## src/design/frame_pkg.sv

```systemverilog
package frame_pkg;

    // Leading word of every frame, ASCII "twir"
    localparam logic [31:0] MSG_ID = 32'h7477_6972;
    localparam int MSG_ID_BITS = 32;

    // Sum of payload bytes modulo 2^16
    typedef logic [15:0] csum_t;

    localparam int CSUM_BYTES = 2;

    // Bytes on the wire for one frame, checksum included when enabled
    function automatic int frame_total_bytes(input int frame_bytes, input int use_csum);
        return frame_bytes + use_csum * CSUM_BYTES;
    endfunction

    function automatic int frame_bits(input int frame_bytes);
        return 8 * frame_bytes;
    endfunction

endpackage

```

## src/design/uart_pkg.sv

```systemverilog
package uart_pkg;

    // Phase of one character on the line
    typedef enum logic [1:0] {
        PH_IDLE,
        PH_START,
        PH_DATA,
        PH_STOP
    } line_phase_t;

    // Quiet line, in bit times, that closes a packet
    localparam int GAP_BITS = 16;

    function automatic int clks_per_bit(input int clk_freq, input int baud);
        return clk_freq / baud;
    endfunction

endpackage

```

## src/design/uart_rx.sv

```systemverilog
`timescale 1ns/1ns

module uart_rx #(
    parameter int CLK_FREQ = 12_000_000,
    parameter int BAUD     = 2_000_000
) (
    input  logic       clk,
    input  logic       rst,
    input  logic       rx,
    output logic [7:0] rx_byte,
    output logic       rx_byte_valid,
    output logic       end_of_packet
);
    import uart_pkg::*;

    localparam int CPB      = clks_per_bit(CLK_FREQ, BAUD);
    localparam int HALF_BIT = CPB / 2;
    // Counting starts at mid stop bit, hence the extra half bit
    localparam int GAP_CLKS = GAP_BITS * CPB + HALF_BIT - 2;
    localparam int CNT_W    = $clog2(CPB);
    localparam int GAP_W    = $clog2(GAP_CLKS);

    logic             rx_meta;
    logic             rx_sync;
    line_phase_t      phase;
    logic [CNT_W-1:0] bit_cnt;
    logic [2:0]       bit_idx;
    logic [7:0]       shift;
    logic             bit_done;
    logic             stop_ok;
    logic             gap_armed;
    logic [GAP_W-1:0] gap_cnt;

    assign bit_done = (bit_cnt == CNT_W'(CPB - 1));
    assign stop_ok  = (phase == PH_STOP) && bit_done && rx_sync;

    always_ff @(posedge clk) begin
        if (rst) begin
            rx_meta <= 1'b1;
            rx_sync <= 1'b1;
        end else begin
            rx_meta <= rx;
            rx_sync <= rx_meta;
        end
    end

    always_ff @(posedge clk) begin
        if (rst) begin
            phase         <= PH_IDLE;
            bit_cnt       <= '0;
            bit_idx       <= '0;
            rx_byte_valid <= 1'b0;
        end else begin
            rx_byte_valid <= 1'b0;
            case (phase)
                PH_IDLE: begin
                    bit_cnt <= '0;
                    if (!rx_sync) begin
                        phase <= PH_START;
                    end
                end
                PH_START: begin
                    if (bit_cnt == CNT_W'(HALF_BIT - 1)) begin
                        bit_cnt <= '0;
                        bit_idx <= '0;
                        // A glitch shorter than half a bit is not a start bit
                        phase   <= rx_sync ? PH_IDLE : PH_DATA;
                    end else begin
                        bit_cnt <= bit_cnt + 1'b1;
                    end
                end
                PH_DATA: begin
                    if (bit_done) begin
                        bit_cnt <= '0;
                        bit_idx <= bit_idx + 1'b1;
                        if (bit_idx == 3'd7) begin
                            phase <= PH_STOP;
                        end
                    end else begin
                        bit_cnt <= bit_cnt + 1'b1;
                    end
                end
                PH_STOP: begin
                    if (bit_done) begin
                        bit_cnt       <= '0;
                        phase         <= PH_IDLE;
                        rx_byte_valid <= rx_sync;
                    end else begin
                        bit_cnt <= bit_cnt + 1'b1;
                    end
                end
            endcase
        end
    end

    // LSB arrives first
    always_ff @(posedge clk) begin
        if (phase == PH_DATA && bit_done) begin
            shift <= {rx_sync, shift[7:1]};
        end
        if (stop_ok) begin
            rx_byte <= shift;
        end
    end

    always_ff @(posedge clk) begin
        if (rst) begin
            gap_armed     <= 1'b0;
            gap_cnt       <= '0;
            end_of_packet <= 1'b0;
        end else begin
            end_of_packet <= 1'b0;
            if (stop_ok) begin
                gap_armed <= 1'b1;
                gap_cnt   <= '0;
            end else if (gap_armed) begin
                if (phase != PH_IDLE || !rx_sync) begin
                    gap_cnt <= '0;
                end else if (gap_cnt == GAP_W'(GAP_CLKS - 1)) begin
                    gap_armed     <= 1'b0;
                    end_of_packet <= 1'b1;
                end else begin
                    gap_cnt <= gap_cnt + 1'b1;
                end
            end
        end
    end

    a_byte_not_at_eop: assert property (@(posedge clk) disable iff (rst)
        !(rx_byte_valid && end_of_packet));

endmodule

```

## src/design/uart_tx.sv

```systemverilog
`timescale 1ns/1ns

module uart_tx #(
    parameter int CLK_FREQ = 12_000_000,
    parameter int BAUD     = 2_000_000
) (
    input  logic       clk,
    input  logic       rst,
    input  logic       tx_start,
    input  logic [7:0] tx_byte,
    output logic       tx,
    output logic       tx_busy
);
    import uart_pkg::*;

    localparam int CPB   = clks_per_bit(CLK_FREQ, BAUD);
    localparam int CNT_W = $clog2(CPB);

    line_phase_t      phase;
    logic [CNT_W-1:0] bit_cnt;
    logic [2:0]       bit_idx;
    logic [7:0]       data;
    logic             bit_done;

    assign bit_done = (bit_cnt == CNT_W'(CPB - 1));

    always_ff @(posedge clk) begin
        if (rst) begin
            phase   <= PH_IDLE;
            bit_cnt <= '0;
            bit_idx <= '0;
            tx      <= 1'b1;
            tx_busy <= 1'b0;
        end else begin
            if (phase == PH_IDLE) begin
                bit_cnt <= '0;
            end else if (bit_done) begin
                bit_cnt <= '0;
            end else begin
                bit_cnt <= bit_cnt + 1'b1;
            end
            case (phase)
                PH_IDLE: begin
                    if (tx_start) begin
                        tx      <= 1'b0;
                        tx_busy <= 1'b1;
                        phase   <= PH_START;
                    end
                end
                PH_START: begin
                    if (bit_done) begin
                        tx      <= data[0];
                        bit_idx <= '0;
                        phase   <= PH_DATA;
                    end
                end
                PH_DATA: begin
                    if (bit_done) begin
                        bit_idx <= bit_idx + 1'b1;
                        if (bit_idx == 3'd7) begin
                            tx    <= 1'b1;
                            phase <= PH_STOP;
                        end else begin
                            // data shifts on this same edge
                            tx <= data[1];
                        end
                    end
                end
                PH_STOP: begin
                    if (bit_done) begin
                        tx_busy <= 1'b0;
                        phase   <= PH_IDLE;
                    end
                end
            endcase
        end
    end

    always_ff @(posedge clk) begin
        if (phase == PH_IDLE && tx_start) begin
            data <= tx_byte;
        end else if (phase == PH_DATA && bit_done) begin
            data <= data >> 1;
        end
    end

    a_start_when_idle: assert property (@(posedge clk) disable iff (rst)
        tx_start |-> !tx_busy);

endmodule

```

## src/design/frame_receiver.sv

```systemverilog
`timescale 1ns/1ns

module frame_receiver #(
    parameter int FRAME_BYTES = 10,
    parameter int USE_CSUM    = 0
) (
    input  logic                       clk,
    input  logic                       rst,
    input  logic [7:0]                 rx_byte,
    input  logic                       rx_byte_valid,
    input  logic                       end_of_packet,
    input  logic                       tx_active,
    output logic [8*FRAME_BYTES-1:0]   rx_frame,
    output logic                       sync
);
    import frame_pkg::*;

    localparam int FRAME_W   = frame_bits(FRAME_BYTES);
    localparam int BUF_BYTES = frame_total_bytes(FRAME_BYTES, USE_CSUM);
    localparam int BUF_W     = 8 * BUF_BYTES;
    localparam int CNT_W     = $clog2(BUF_BYTES + 1);

    logic [BUF_W-1:0]   rx_buf;
    logic [CNT_W-1:0]   byte_cnt;
    logic               overflow;
    csum_t              sum;
    logic               byte_in;
    logic               eop_in;
    logic [FRAME_W-1:0] payload;
    logic               len_ok;
    logic               id_ok;
    logic               csum_ok;

    // Line traffic during our own reply is not a request
    assign byte_in = rx_byte_valid && !tx_active;
    assign eop_in  = end_of_packet && !tx_active;

    assign payload = rx_buf[BUF_W-1 -: FRAME_W];
    assign len_ok  = (byte_cnt == CNT_W'(BUF_BYTES)) && !overflow;
    assign id_ok   = (payload[FRAME_W-1 -: MSG_ID_BITS] == MSG_ID);
    assign csum_ok = (USE_CSUM == 0) || (rx_buf[15:0] == sum);

    always_ff @(posedge clk) begin
        if (byte_in && byte_cnt < CNT_W'(BUF_BYTES)) begin
            rx_buf <= {rx_buf[BUF_W-9:0], rx_byte};
        end
    end

    always_ff @(posedge clk) begin
        if (rst) begin
            byte_cnt <= '0;
            overflow <= 1'b0;
            sum      <= '0;
            sync     <= 1'b0;
            rx_frame <= '0;
        end else begin
            sync <= 1'b0;
            if (eop_in) begin
                if (len_ok && id_ok && csum_ok) begin
                    rx_frame <= payload;
                end
                sync     <= 1'b1;
                byte_cnt <= '0;
                overflow <= 1'b0;
                sum      <= '0;
            end else if (byte_in) begin
                if (byte_cnt < CNT_W'(BUF_BYTES)) begin
                    byte_cnt <= byte_cnt + 1'b1;
                    if (byte_cnt < CNT_W'(FRAME_BYTES)) begin
                        sum <= sum + csum_t'(rx_byte);
                    end
                end else begin
                    // Too long, the packet is dropped at end of packet
                    overflow <= 1'b1;
                end
            end
        end
    end

    a_cnt_in_range: assert property (@(posedge clk) disable iff (rst)
        byte_cnt <= CNT_W'(BUF_BYTES));

endmodule

```

## src/design/frame_transmitter.sv

```systemverilog
`timescale 1ns/1ns

module frame_transmitter #(
    parameter int FRAME_BYTES = 10,
    parameter int USE_CSUM    = 0
) (
    input  logic                     clk,
    input  logic                     rst,
    input  logic                     end_of_packet,
    input  logic [8*FRAME_BYTES-1:0] tx_frame,
    input  logic                     tx_busy,
    output logic                     tx_start,
    output logic [7:0]               tx_byte,
    output logic                     tx_active
);
    import frame_pkg::*;

    localparam int FRAME_W = frame_bits(FRAME_BYTES);
    localparam int TOTAL   = frame_total_bytes(FRAME_BYTES, USE_CSUM);
    localparam int IDX_W   = $clog2(TOTAL + 1);

    typedef enum logic [1:0] {
        ST_IDLE,
        ST_ISSUE,
        ST_WAIT
    } tx_state_t;

    tx_state_t          state;
    logic [FRAME_W-1:0] frame_buf;
    csum_t              sum;
    logic [IDX_W-1:0]   idx;
    logic               in_payload;
    logic               last_byte;
    logic               issue;

    assign in_payload = (idx < IDX_W'(FRAME_BYTES));
    assign last_byte  = (idx == IDX_W'(TOTAL - 1));
    assign issue      = (state == ST_ISSUE) && !tx_busy;
    assign tx_start   = issue;

    // Payload first, then checksum high and low byte
    always_comb begin
        if (in_payload) begin
            tx_byte = frame_buf[FRAME_W-1 -: 8];
        end else if (idx == IDX_W'(FRAME_BYTES + CSUM_BYTES - 2)) begin
            tx_byte = sum[15:8];
        end else begin
            tx_byte = sum[7:0];
        end
    end

    always_ff @(posedge clk) begin
        if (state == ST_IDLE && end_of_packet) begin
            frame_buf <= tx_frame;
        end else if (issue && in_payload) begin
            frame_buf <= frame_buf << 8;
        end
    end

    always_ff @(posedge clk) begin
        if (rst) begin
            state     <= ST_IDLE;
            tx_active <= 1'b0;
            idx       <= '0;
            sum       <= '0;
        end else begin
            case (state)
                ST_IDLE: begin
                    if (end_of_packet) begin
                        tx_active <= 1'b1;
                        idx       <= '0;
                        sum       <= '0;
                        state     <= ST_ISSUE;
                    end
                end
                ST_ISSUE: begin
                    if (!tx_busy) begin
                        if (in_payload) begin
                            sum <= sum + csum_t'(tx_byte);
                        end
                        state <= ST_WAIT;
                    end
                end
                ST_WAIT: begin
                    // Busy is already high on the cycle after the start pulse
                    if (!tx_busy) begin
                        if (last_byte) begin
                            tx_active <= 1'b0;
                            state     <= ST_IDLE;
                        end else begin
                            idx   <= idx + 1'b1;
                            state <= ST_ISSUE;
                        end
                    end
                end
                default: begin
                    state <= ST_IDLE;
                end
            endcase
        end
    end

endmodule

```

## src/design/uart_frame_link.sv

```systemverilog
`timescale 1ns/1ns

module uart_frame_link #(
    parameter int CLK_FREQ    = 12_000_000,
    parameter int BAUD        = 2_000_000,
    parameter int FRAME_BYTES = 10,
    parameter int USE_CSUM    = 0
) (
    input  logic                     clk,
    input  logic                     rst,
    input  logic                     rx,
    output logic                     tx,
    input  logic [8*FRAME_BYTES-1:0] tx_frame,
    output logic [8*FRAME_BYTES-1:0] rx_frame,
    output logic                     sync,
    output logic                     tx_active
);
    logic [7:0] rx_byte;
    logic       rx_byte_valid;
    logic       end_of_packet;
    logic       tx_start;
    logic [7:0] tx_byte;
    logic       tx_busy;

    uart_rx #(
        .CLK_FREQ (CLK_FREQ),
        .BAUD     (BAUD)
    ) rx0 (
        .clk           (clk),
        .rst           (rst),
        .rx            (rx),
        .rx_byte       (rx_byte),
        .rx_byte_valid (rx_byte_valid),
        .end_of_packet (end_of_packet)
    );

    frame_receiver #(
        .FRAME_BYTES (FRAME_BYTES),
        .USE_CSUM    (USE_CSUM)
    ) frx0 (
        .clk           (clk),
        .rst           (rst),
        .rx_byte       (rx_byte),
        .rx_byte_valid (rx_byte_valid),
        .end_of_packet (end_of_packet),
        .tx_active     (tx_active),
        .rx_frame      (rx_frame),
        .sync          (sync)
    );

    frame_transmitter #(
        .FRAME_BYTES (FRAME_BYTES),
        .USE_CSUM    (USE_CSUM)
    ) ftx0 (
        .clk           (clk),
        .rst           (rst),
        .end_of_packet (end_of_packet),
        .tx_frame      (tx_frame),
        .tx_busy       (tx_busy),
        .tx_start      (tx_start),
        .tx_byte       (tx_byte),
        .tx_active     (tx_active)
    );

    uart_tx #(
        .CLK_FREQ (CLK_FREQ),
        .BAUD     (BAUD)
    ) tx0 (
        .clk      (clk),
        .rst      (rst),
        .tx_start (tx_start),
        .tx_byte  (tx_byte),
        .tx       (tx),
        .tx_busy  (tx_busy)
    );

endmodule

```

## config.mk

```make
export PLATFORM = sky130hd
export DESIGN_NAME = uart_frame_link
export DESIGN_NICKNAME = d
export VERILOG_FILES = /design/src/design/frame_pkg.sv /design/src/design/uart_pkg.sv /design/src/design/uart_rx.sv /design/src/design/uart_tx.sv /design/src/design/frame_receiver.sv /design/src/design/frame_transmitter.sv /design/src/design/uart_frame_link.sv
export SDC_FILE = /design/constraint.sdc
export NUM_CORES = 1
export LEC_CHECK = 0
export BUFFER_PORTS_ARGS = -buffer_cell sky130_fd_sc_hd__buf_2
export CAP_MARGIN = 20
export CORE_MARGIN = 8
export CORE_UTILIZATION = 25
export CTS_CLUSTER_DIAMETER = 150
export DETAILED_ROUTE_END_ITERATION = 8
export PLACE_DENSITY_LB_ADDON = 0.08
export SLEW_MARGIN = 20
export SYNTH_ARGS = -nofsm -noshare
export SYNTH_HDL_FRONTEND = slang
export SYNTH_SLANG_ARGS = --single-unit
```

## constraint.sdc

```tcl
create_clock -name clk -period 14.2 [get_ports clk]
set_input_delay 0 -clock clk [delete_from_list [all_inputs] [get_ports clk]]
set_output_delay 0 -clock clk [all_outputs]
set_load 0.02 [all_outputs]
```

# ---- After elaboration in Yosys (flattened, before gate mapping)
# Index checks and enable logic that the tools add are counted.
dict set report word_totals {
  mem_bits_ro 0
  input_bits 83
  wordCells 187
  regBits 323
  out_inout_bits 83
  latchBits 0
  ramBits 0
  n_memories 0
}
dict set report classes {
  order_cmp 2
  n_bitwise 4
  eq_ne 35
  div_mod_pow 0
  mul 0
  add_sub_neg 8
  n_mux 61
  n_reduce_logical 50
  shift 0
}
# op count
set op_table {}
lappend op_table {{80-bit two-way mux} 2}
lappend op_table {{16-bit two-way mux} 3}
lappend op_table {{32-bit by 31-bit == test with 1-bit output (second input constant)} 1}
lappend op_table {{8-bit two-way mux} 4}
lappend op_table {{16-bit case mux with 2 select lines} 1}
lappend op_table {{2-bit two-way mux} 14}
lappend op_table {{2-bit by 1-bit inequality test with 1-bit output (second input constant)} 11}
lappend op_table {{3-bit two-way mux} 6}
lappend op_table {{16-bit by 8-bit adder with 16-bit output} 1}
lappend op_table {{1-bit two-way mux} 16}
lappend op_table {{2-bit case mux with 4 select lines} 2}
lappend op_table {{4-bit AND reduction} 4}
lappend op_table {{2-bit nonzero test} 8}
lappend op_table {{7-bit two-way mux} 2}
lappend op_table {{1-bit logical AND} 13}
lappend op_table {{3-bit by 1-bit adder with 3-bit output (second input constant)} 4}
lappend op_table {{3-bit == test (second input constant)} 4}
lappend op_table {{4-bit == test (second input constant)} 3}
lappend op_table {{4-bit two-way mux} 3}
lappend op_table {{2-bit inequality test (second input constant)} 6}
lappend op_table {{3-bit case mux with 2 select lines} 2}
lappend op_table {{3-bit AND reduction} 4}
lappend op_table {{2-bit == test (second input constant)} 5}
lappend op_table {{5-bit AND reduction} 2}
lappend op_table {{20 further kinds} 39}

# ---- Longest topological paths before layout
dict set report depth {
  depth_word 7
  depth_mapped 13
  depth_no_buf 12
}

# ---- Modules after synthesis
# From an unflattened synthesis, not the netlist that was laid out.
dict set report hier_totals {
  cells_unflattened 1126
  hier_area_um2 13223.9
}
# module cells_each area_per_inst_um2 instances seq_area_each_um2
set by_module_without_submodules {}
lappend by_module_without_submodules {frame_receiver 399 5921.9 1 4124.0}
lappend by_module_without_submodules {frame_transmitter 518 4897.2 1 2862.7}
lappend by_module_without_submodules {uart_rx 131 1485.2 1 880.8}
lappend by_module_without_submodules {uart_tx 78 919.6 1 440.4}

# ---- Least setup slack after synthesis
# No wires, ideal clock.
dict set report synth_timing {
  path_kind {register to register}
  startpoint {register frx0.byte_cnt[1]}
  endpoint {register frx0.byte_cnt[2]}
  period_less_slack_ns 7.454
  t_arrival_ns 7.335
  stages_incl_launch_ff 6
  path_buffers 0
  setup_time_ns 0.119
  slack_ns 6.746
  required_time_ns 14.081
  path_cell_list {dfxtp_1 > o21a_1 > nor3b_1 > nand2_1 > xor2_1 > nor2_1}
}
dict set report synth_between {
  elab_chain_cells 2
  elab_cells_between_ends 3
  classes_between {add/sub (1); order compare (1); reduce/logical (1)}
}
# element line
set synth_rtl {}
lappend synth_rtl {{start: declaration} frame_receiver.sv:24} ;# logic [CNT_W-1:0] byte_cnt;
lappend synth_rtl {{start signal: assignment} frame_receiver.sv:68} ;# byte_cnt <= byte_cnt + 1'b1;
lappend synth_rtl {{4-bit less-than comparator} frame_receiver.sv:67} ;# if (byte_cnt < CNT_W'(BUF_BYTES)) begin
lappend synth_rtl {{2-bit AND reduction (no line)} -}
# Several ways; a longest one is shown, not always the timed one.
# A chain may end at the register's enable or synchronous reset.

# ---- Final worst setup path
dict set report layout_timing {
  startpoint {register ftx0.state[1]}
  endpoint {register ftx0.sum[10]}
}
dict set report layout_between {
  elab_chain_cells 3
  elab_cells_between_ends 8
  classes_between {eq/ne (4); mux (1); reduce/logical (3)}
}
# element line
set layout_rtl {}
lappend layout_rtl {{start: declaration} frame_transmitter.sv:28} ;# tx_state_t state;
lappend layout_rtl {{start signal: assignment} frame_transmitter.sv:62} ;# state <= ST_IDLE;
lappend layout_rtl {{start signal: assignment} frame_transmitter.sv:73} ;# state <= ST_ISSUE;
lappend layout_rtl {{start signal: assignment} frame_transmitter.sv:81} ;# state <= ST_WAIT;
lappend layout_rtl {{2-bit by 1-bit == test with 1-bit output or 2-bit logical NOT (tied branches)} frame_transmitter.sv:67} ;# case (state)
lappend layout_rtl {{2-bit inequality test (no line), or another cell as far along} -}
lappend layout_rtl {{4-bit AND reduction (no line)} -}
lappend layout_rtl {{end signal: assignment} frame_transmitter.sv:79} ;# sum <= sum + csum_t'(tx_byte);
lappend layout_rtl {{end: declaration} frame_transmitter.sv:30} ;# csum_t sum;
# Several ways; a longest one is shown, not always the timed one.

==> results.md <==
| Quantity | Reported | Unit |
|:---|:---|:---|
| Outcome | finished clean | - |
| Leading cell type in the layout, fill and taps excluded | sky130_fd_sc_hd__nand2_1 | - |
| Remaining antenna violation count | 0 | - |
| Detailed router's first-iteration violation count | 402 | - |
| Antenna violations before repair | 1 | - |
| Vert. Die Dim | 240 | µm |
| Hold Vio Cnt, Final | 0 | - |
| Clock skew | 0.0159 | ns |
| Reg-to-reg startpoint | ftx0.state[1]$_SDFFE_PP0P_ | - |
| Reg-to-reg critical path endpoint | ftx0.sum[10]$_SDFFE_PP0P_ | - |
| Via/cell ratio | 4.12 | - |
| Max Fanout on Critical Path | 84 | - |
| Worst skew pair latency | 0.55 | ns |
| Gpl congestion | 0.756 | - |
| Worst reg2reg setup slack | 10.92 | ns |
| Number of ports placed on the die boundary | 166 | - |
| Power per unit of standard cell area | 127 | nW/µm² |
| Number of design rule violations left after detail routing | 0 | - |
| Number of sinks driven by the clock tree | 323 | - |
| Average cell area after synthesis | 11.5 | µm² |
| Cell Area, Synth | 12500 | µm² |
| Worst Setup Start Kind | flip-flop | - |
| Tightest slew margin relative to the limit | 32.2 | % |
| Data arrival time of the critical path | 3.75 | ns |
| Number of iterations in the first detailed-routing pass | 4 | - |
| Wire length per cell | 15.0 | µm |
| Core ar. | 49900 | µm² |
| Post-synthesis register bit count | 323 | - |
| Worst hold path cell count | 3 | - |
| TritonCTS clock tree | yes | - |
| Worst hold-check slack | 0.234 | ns |
| Buffers inserted during post-CTS setup optimization | 0 | - |
| Share of the clock period used by the worst path | 23.1 | % |
| Area of the multi-input gates | 3980 | µm² |
| Std cell rows | 82 | - |
| Number of filler instances in the final layout | 5078 | - |
| Maximum resistive drop on vdd | 0.0677 | mV |
| Initial Utilization | 25.2 | % |
| Die area | 57600 | µm² |
| Count of final max-slew check failures | 0 | - |
| Max-cap viol count | 0 | - |
| Routed via count | 8432 | - |
| Worst Hold Launch | rx | - |
| Leading register cell type out of synthesis | sky130_fd_sc_hd__edfxtp_1 | - |
| HPWL reported at the end of detailed placement | 19600 | µm |
| Portion of the post-synthesis area used by sequential elements | 66.2 | % |
| Final antenna diode count | 0 | - |
| Clock transition at path regs | 0.06 | ns |
| Unrepaired setup endpoints after global routing | false | - |
| Pleak | 6.35 | nW |
| Type of the worst min-delay path | primary input to flip-flop | - |
| Number of cell instances on the worst register-to-register path | 8 | - |
| X dimension of the die | 240 | µm |
| Number of warnings reported in the yosys synthesis log | 0 | - |
| WHS Endpoint | rx0.rx_meta$_SDFF_PP1_ | - |
| Post-synth net total | 1204 | - |
| Remaining global-route overflow | 0 | - |
| Crit path capture type | flip-flop | - |
| Share of cells above drive strength 1 | 18.3 | % |
| Number of buffers created by CTS | 40 | - |
| Level count of the clock H-tree | 2 | - |
| Proportion of register bits with asynchronous set or reset after synthesis | 0 | % |
| Maximum number of pins on one net before global-route repair | 85 | - |
| Area growth from synthesis to layout | 29.4 | % |
| Maximum clock frequency | 305 | MHz |
| Via count of the first global-routing pass | 8720 | - |
| Number of nets at the end of the flow | 1458 | - |
| Gate count after technology mapping | 1088 | - |
| Tot GR Track Use | 10.6 | % |
| Pin slew with the least headroom to its limit | 1.02 | ns |
| Storage element area | 8310 | µm² |
| Final core utilization | 32.6 | % |
| First-pass GRT wire length | 48600 | µm |
| Fin Setup TNS | 0 | ns |
| Launching element of the worst setup path | ftx0.state[1]$_SDFFE_PP0P_ | - |
| Final min period | 3.28 | ns |
| Setup violators final | 0 | - |
| Startpoint-to-endpoint class of the critical path | flip-flop to flip-flop | - |
| Number of buffers inserted by port buffering | 165 | - |
| Worst Path Required | 14.67 | ns |
| Max clock buf depth | 3 | - |
| Root buffer cell | sky130_fd_sc_hd__clkbuf_16 | - |
| Number of flops mapped to enable cells by yosys | 184 | - |
| CTS-repair resized insts | 0 | - |
| Hold_buf cts | 82 | - |
| Distinct cells, synth | 64 | - |
| Final Routed Wirelength | 30700 | µm |
| Commonest cells after routing, fill and taps aside | sky130_fd_sc_hd__nand2_1 (256), sky130_fd_sc_hd__edfxtp_1 (184), sky130_fd_sc_hd__buf_2 (164), sky130_fd_sc_hd__dfxtp_1 (139), sky130_fd_sc_hd__nor2_1 (124) | - |
area by class of cell:
cell class	instances	share of cell area, %
clock buffers	69	7.72
multi-input cells	699	24.5
flip-flops and latches	323	51.2
well taps	672	5.18
inverters	23	0.539
repair buffers	255	10.5
clock inverters	5	0.401
critical path, cell delays in order, from the launching register on:
cell and delay (ns):
sky130_fd_sc_hd__dfxtp_1 0.38, sky130_fd_sc_hd__nor3b_4 0.21, sky130_fd_sc_hd__buf_4 0.69, sky130_fd_sc_hd__nor2_2 0.16
sky130_fd_sc_hd__clkinv_2 0.24, sky130_fd_sc_hd__buf_4 0.80, sky130_fd_sc_hd__nand3_1 0.17, sky130_fd_sc_hd__or3_1 0.34
sky130_fd_sc_hd__a21oi_1 0.14
synth_stat cells, types with 6 or more instances:
cell type / instances / share of area [%]
sky130_fd_sc_hd__o21ai_0: 27 / 1.1
sky130_fd_sc_hd__dfxtp_1: 139 / 22
sky130_fd_sc_hd__mux2i_1: 57 / 4.5
sky130_fd_sc_hd__nand2_1: 257 / 7.7
sky130_fd_sc_hd__nand4_1: 12 / 0.60
sky130_fd_sc_hd__nand3_1: 15 / 0.60
sky130_fd_sc_hd__xor2_1: 7 / 0.49
sky130_fd_sc_hd__edfxtp_1: 184 / 44
sky130_fd_sc_hd__clkbuf_1: 29 / 0.87
sky130_fd_sc_hd__nor3_1: 6 / 0.24
sky130_fd_sc_hd__ha_1: 32 / 3.2
sky130_fd_sc_hd__and2_1: 25 / 1.2
sky130_fd_sc_hd__xnor2_1: 7 / 0.49
sky130_fd_sc_hd__inv_1: 22 / 0.66
sky130_fd_sc_hd__nor2_1: 124 / 3.7
sky130_fd_sc_hd__a21oi_1: 38 / 1.5
sky130_fd_sc_hd__buf_1: 6 / 0.18
sky130_fd_sc_hd__or3_1: 9 / 0.45
sky130_fd_sc_hd__mux2_2: 7 / 0.63
metal layers:
layer	vias to the layer above	global-route usage [%]	routed length [µm]
li1	4287	-	-
met1	3939	14.2	14800
met2	151	16.4	13700
met3	53	2.42	1250
met4	2	4.25	852
met5	-	0	17
how the worst max path moves through the flow:
stage	end	slack, ns	depth (start not counted)
floorplan	frx0.byte_cnt[2]$_SDFFE_PP0P_	6.75	5
global placement	ftx0.sum[10]$_SDFFE_PP0P_	10.81	8
detailed placement	ftx0.sum[10]$_SDFFE_PP0P_	10.83	8
CTS	ftx0.sum[10]$_SDFFE_PP0P_	10.81	8
global route	ftx0.sum[11]$_SDFFE_PP0P_	10.57	11
finish	ftx0.sum[10]$_SDFFE_PP0P_	10.92	8
sequential cells by signal, indices dropped and copies added, names as in the netlist, 3 cells and up, named ones only:
signal and flops:
tx0.bit_cnt 3, rx0.gap_cnt 7, rx0.bit_cnt 3, frx0.rx_frame 80, tx0.bit_idx 3, ftx0.frame_buf 80
tx0.data 8, rx0.shift 8, frx0.byte_cnt 4, rx0.rx_byte 8, ftx0.idx 4, rx0.bit_idx 3
frx0.payload 80, ftx0.sum 16
power breakdown:
part | internal, mW | total, mW | leakage, nW | switching [mW]
clock | 0.618 | 1.01 | 0.642 | 0.394
sequential | 0.982 | 0.986 | 2.79 | 0.00387
combinational | 0.0346 | 0.0695 | 2.92 | 0.0348
total | 1.63 | 2.07 | 6.35 | 0.433
cells by family after synthesis:
family / Yosys count / share of synthesized area, %
buf+inv: 66 / 2.28
fa+ha+maj: 33 / 3.35
compound gates: 96 / 4.60
flops: 323 / 66.2
simple gates: 492 / 17.4
mux: 64 / 5.18
xor+xnor: 14 / 0.977
stage by stage:
step	instance area, µm²	power (mW)	setup slack, ns	cells
after floorplan	12500	1.03	6.75	1088
after global placement	14100	1.06	10.81	1890
after detailed placement	14100	1.06	10.83	1890
after CTS	16200	2.12	10.81	2046
after global routing	16200	2.16	10.57	2046
final	16200	2.07	10.92	2046
No activity file was read; power rests on OpenSTA's default activity.
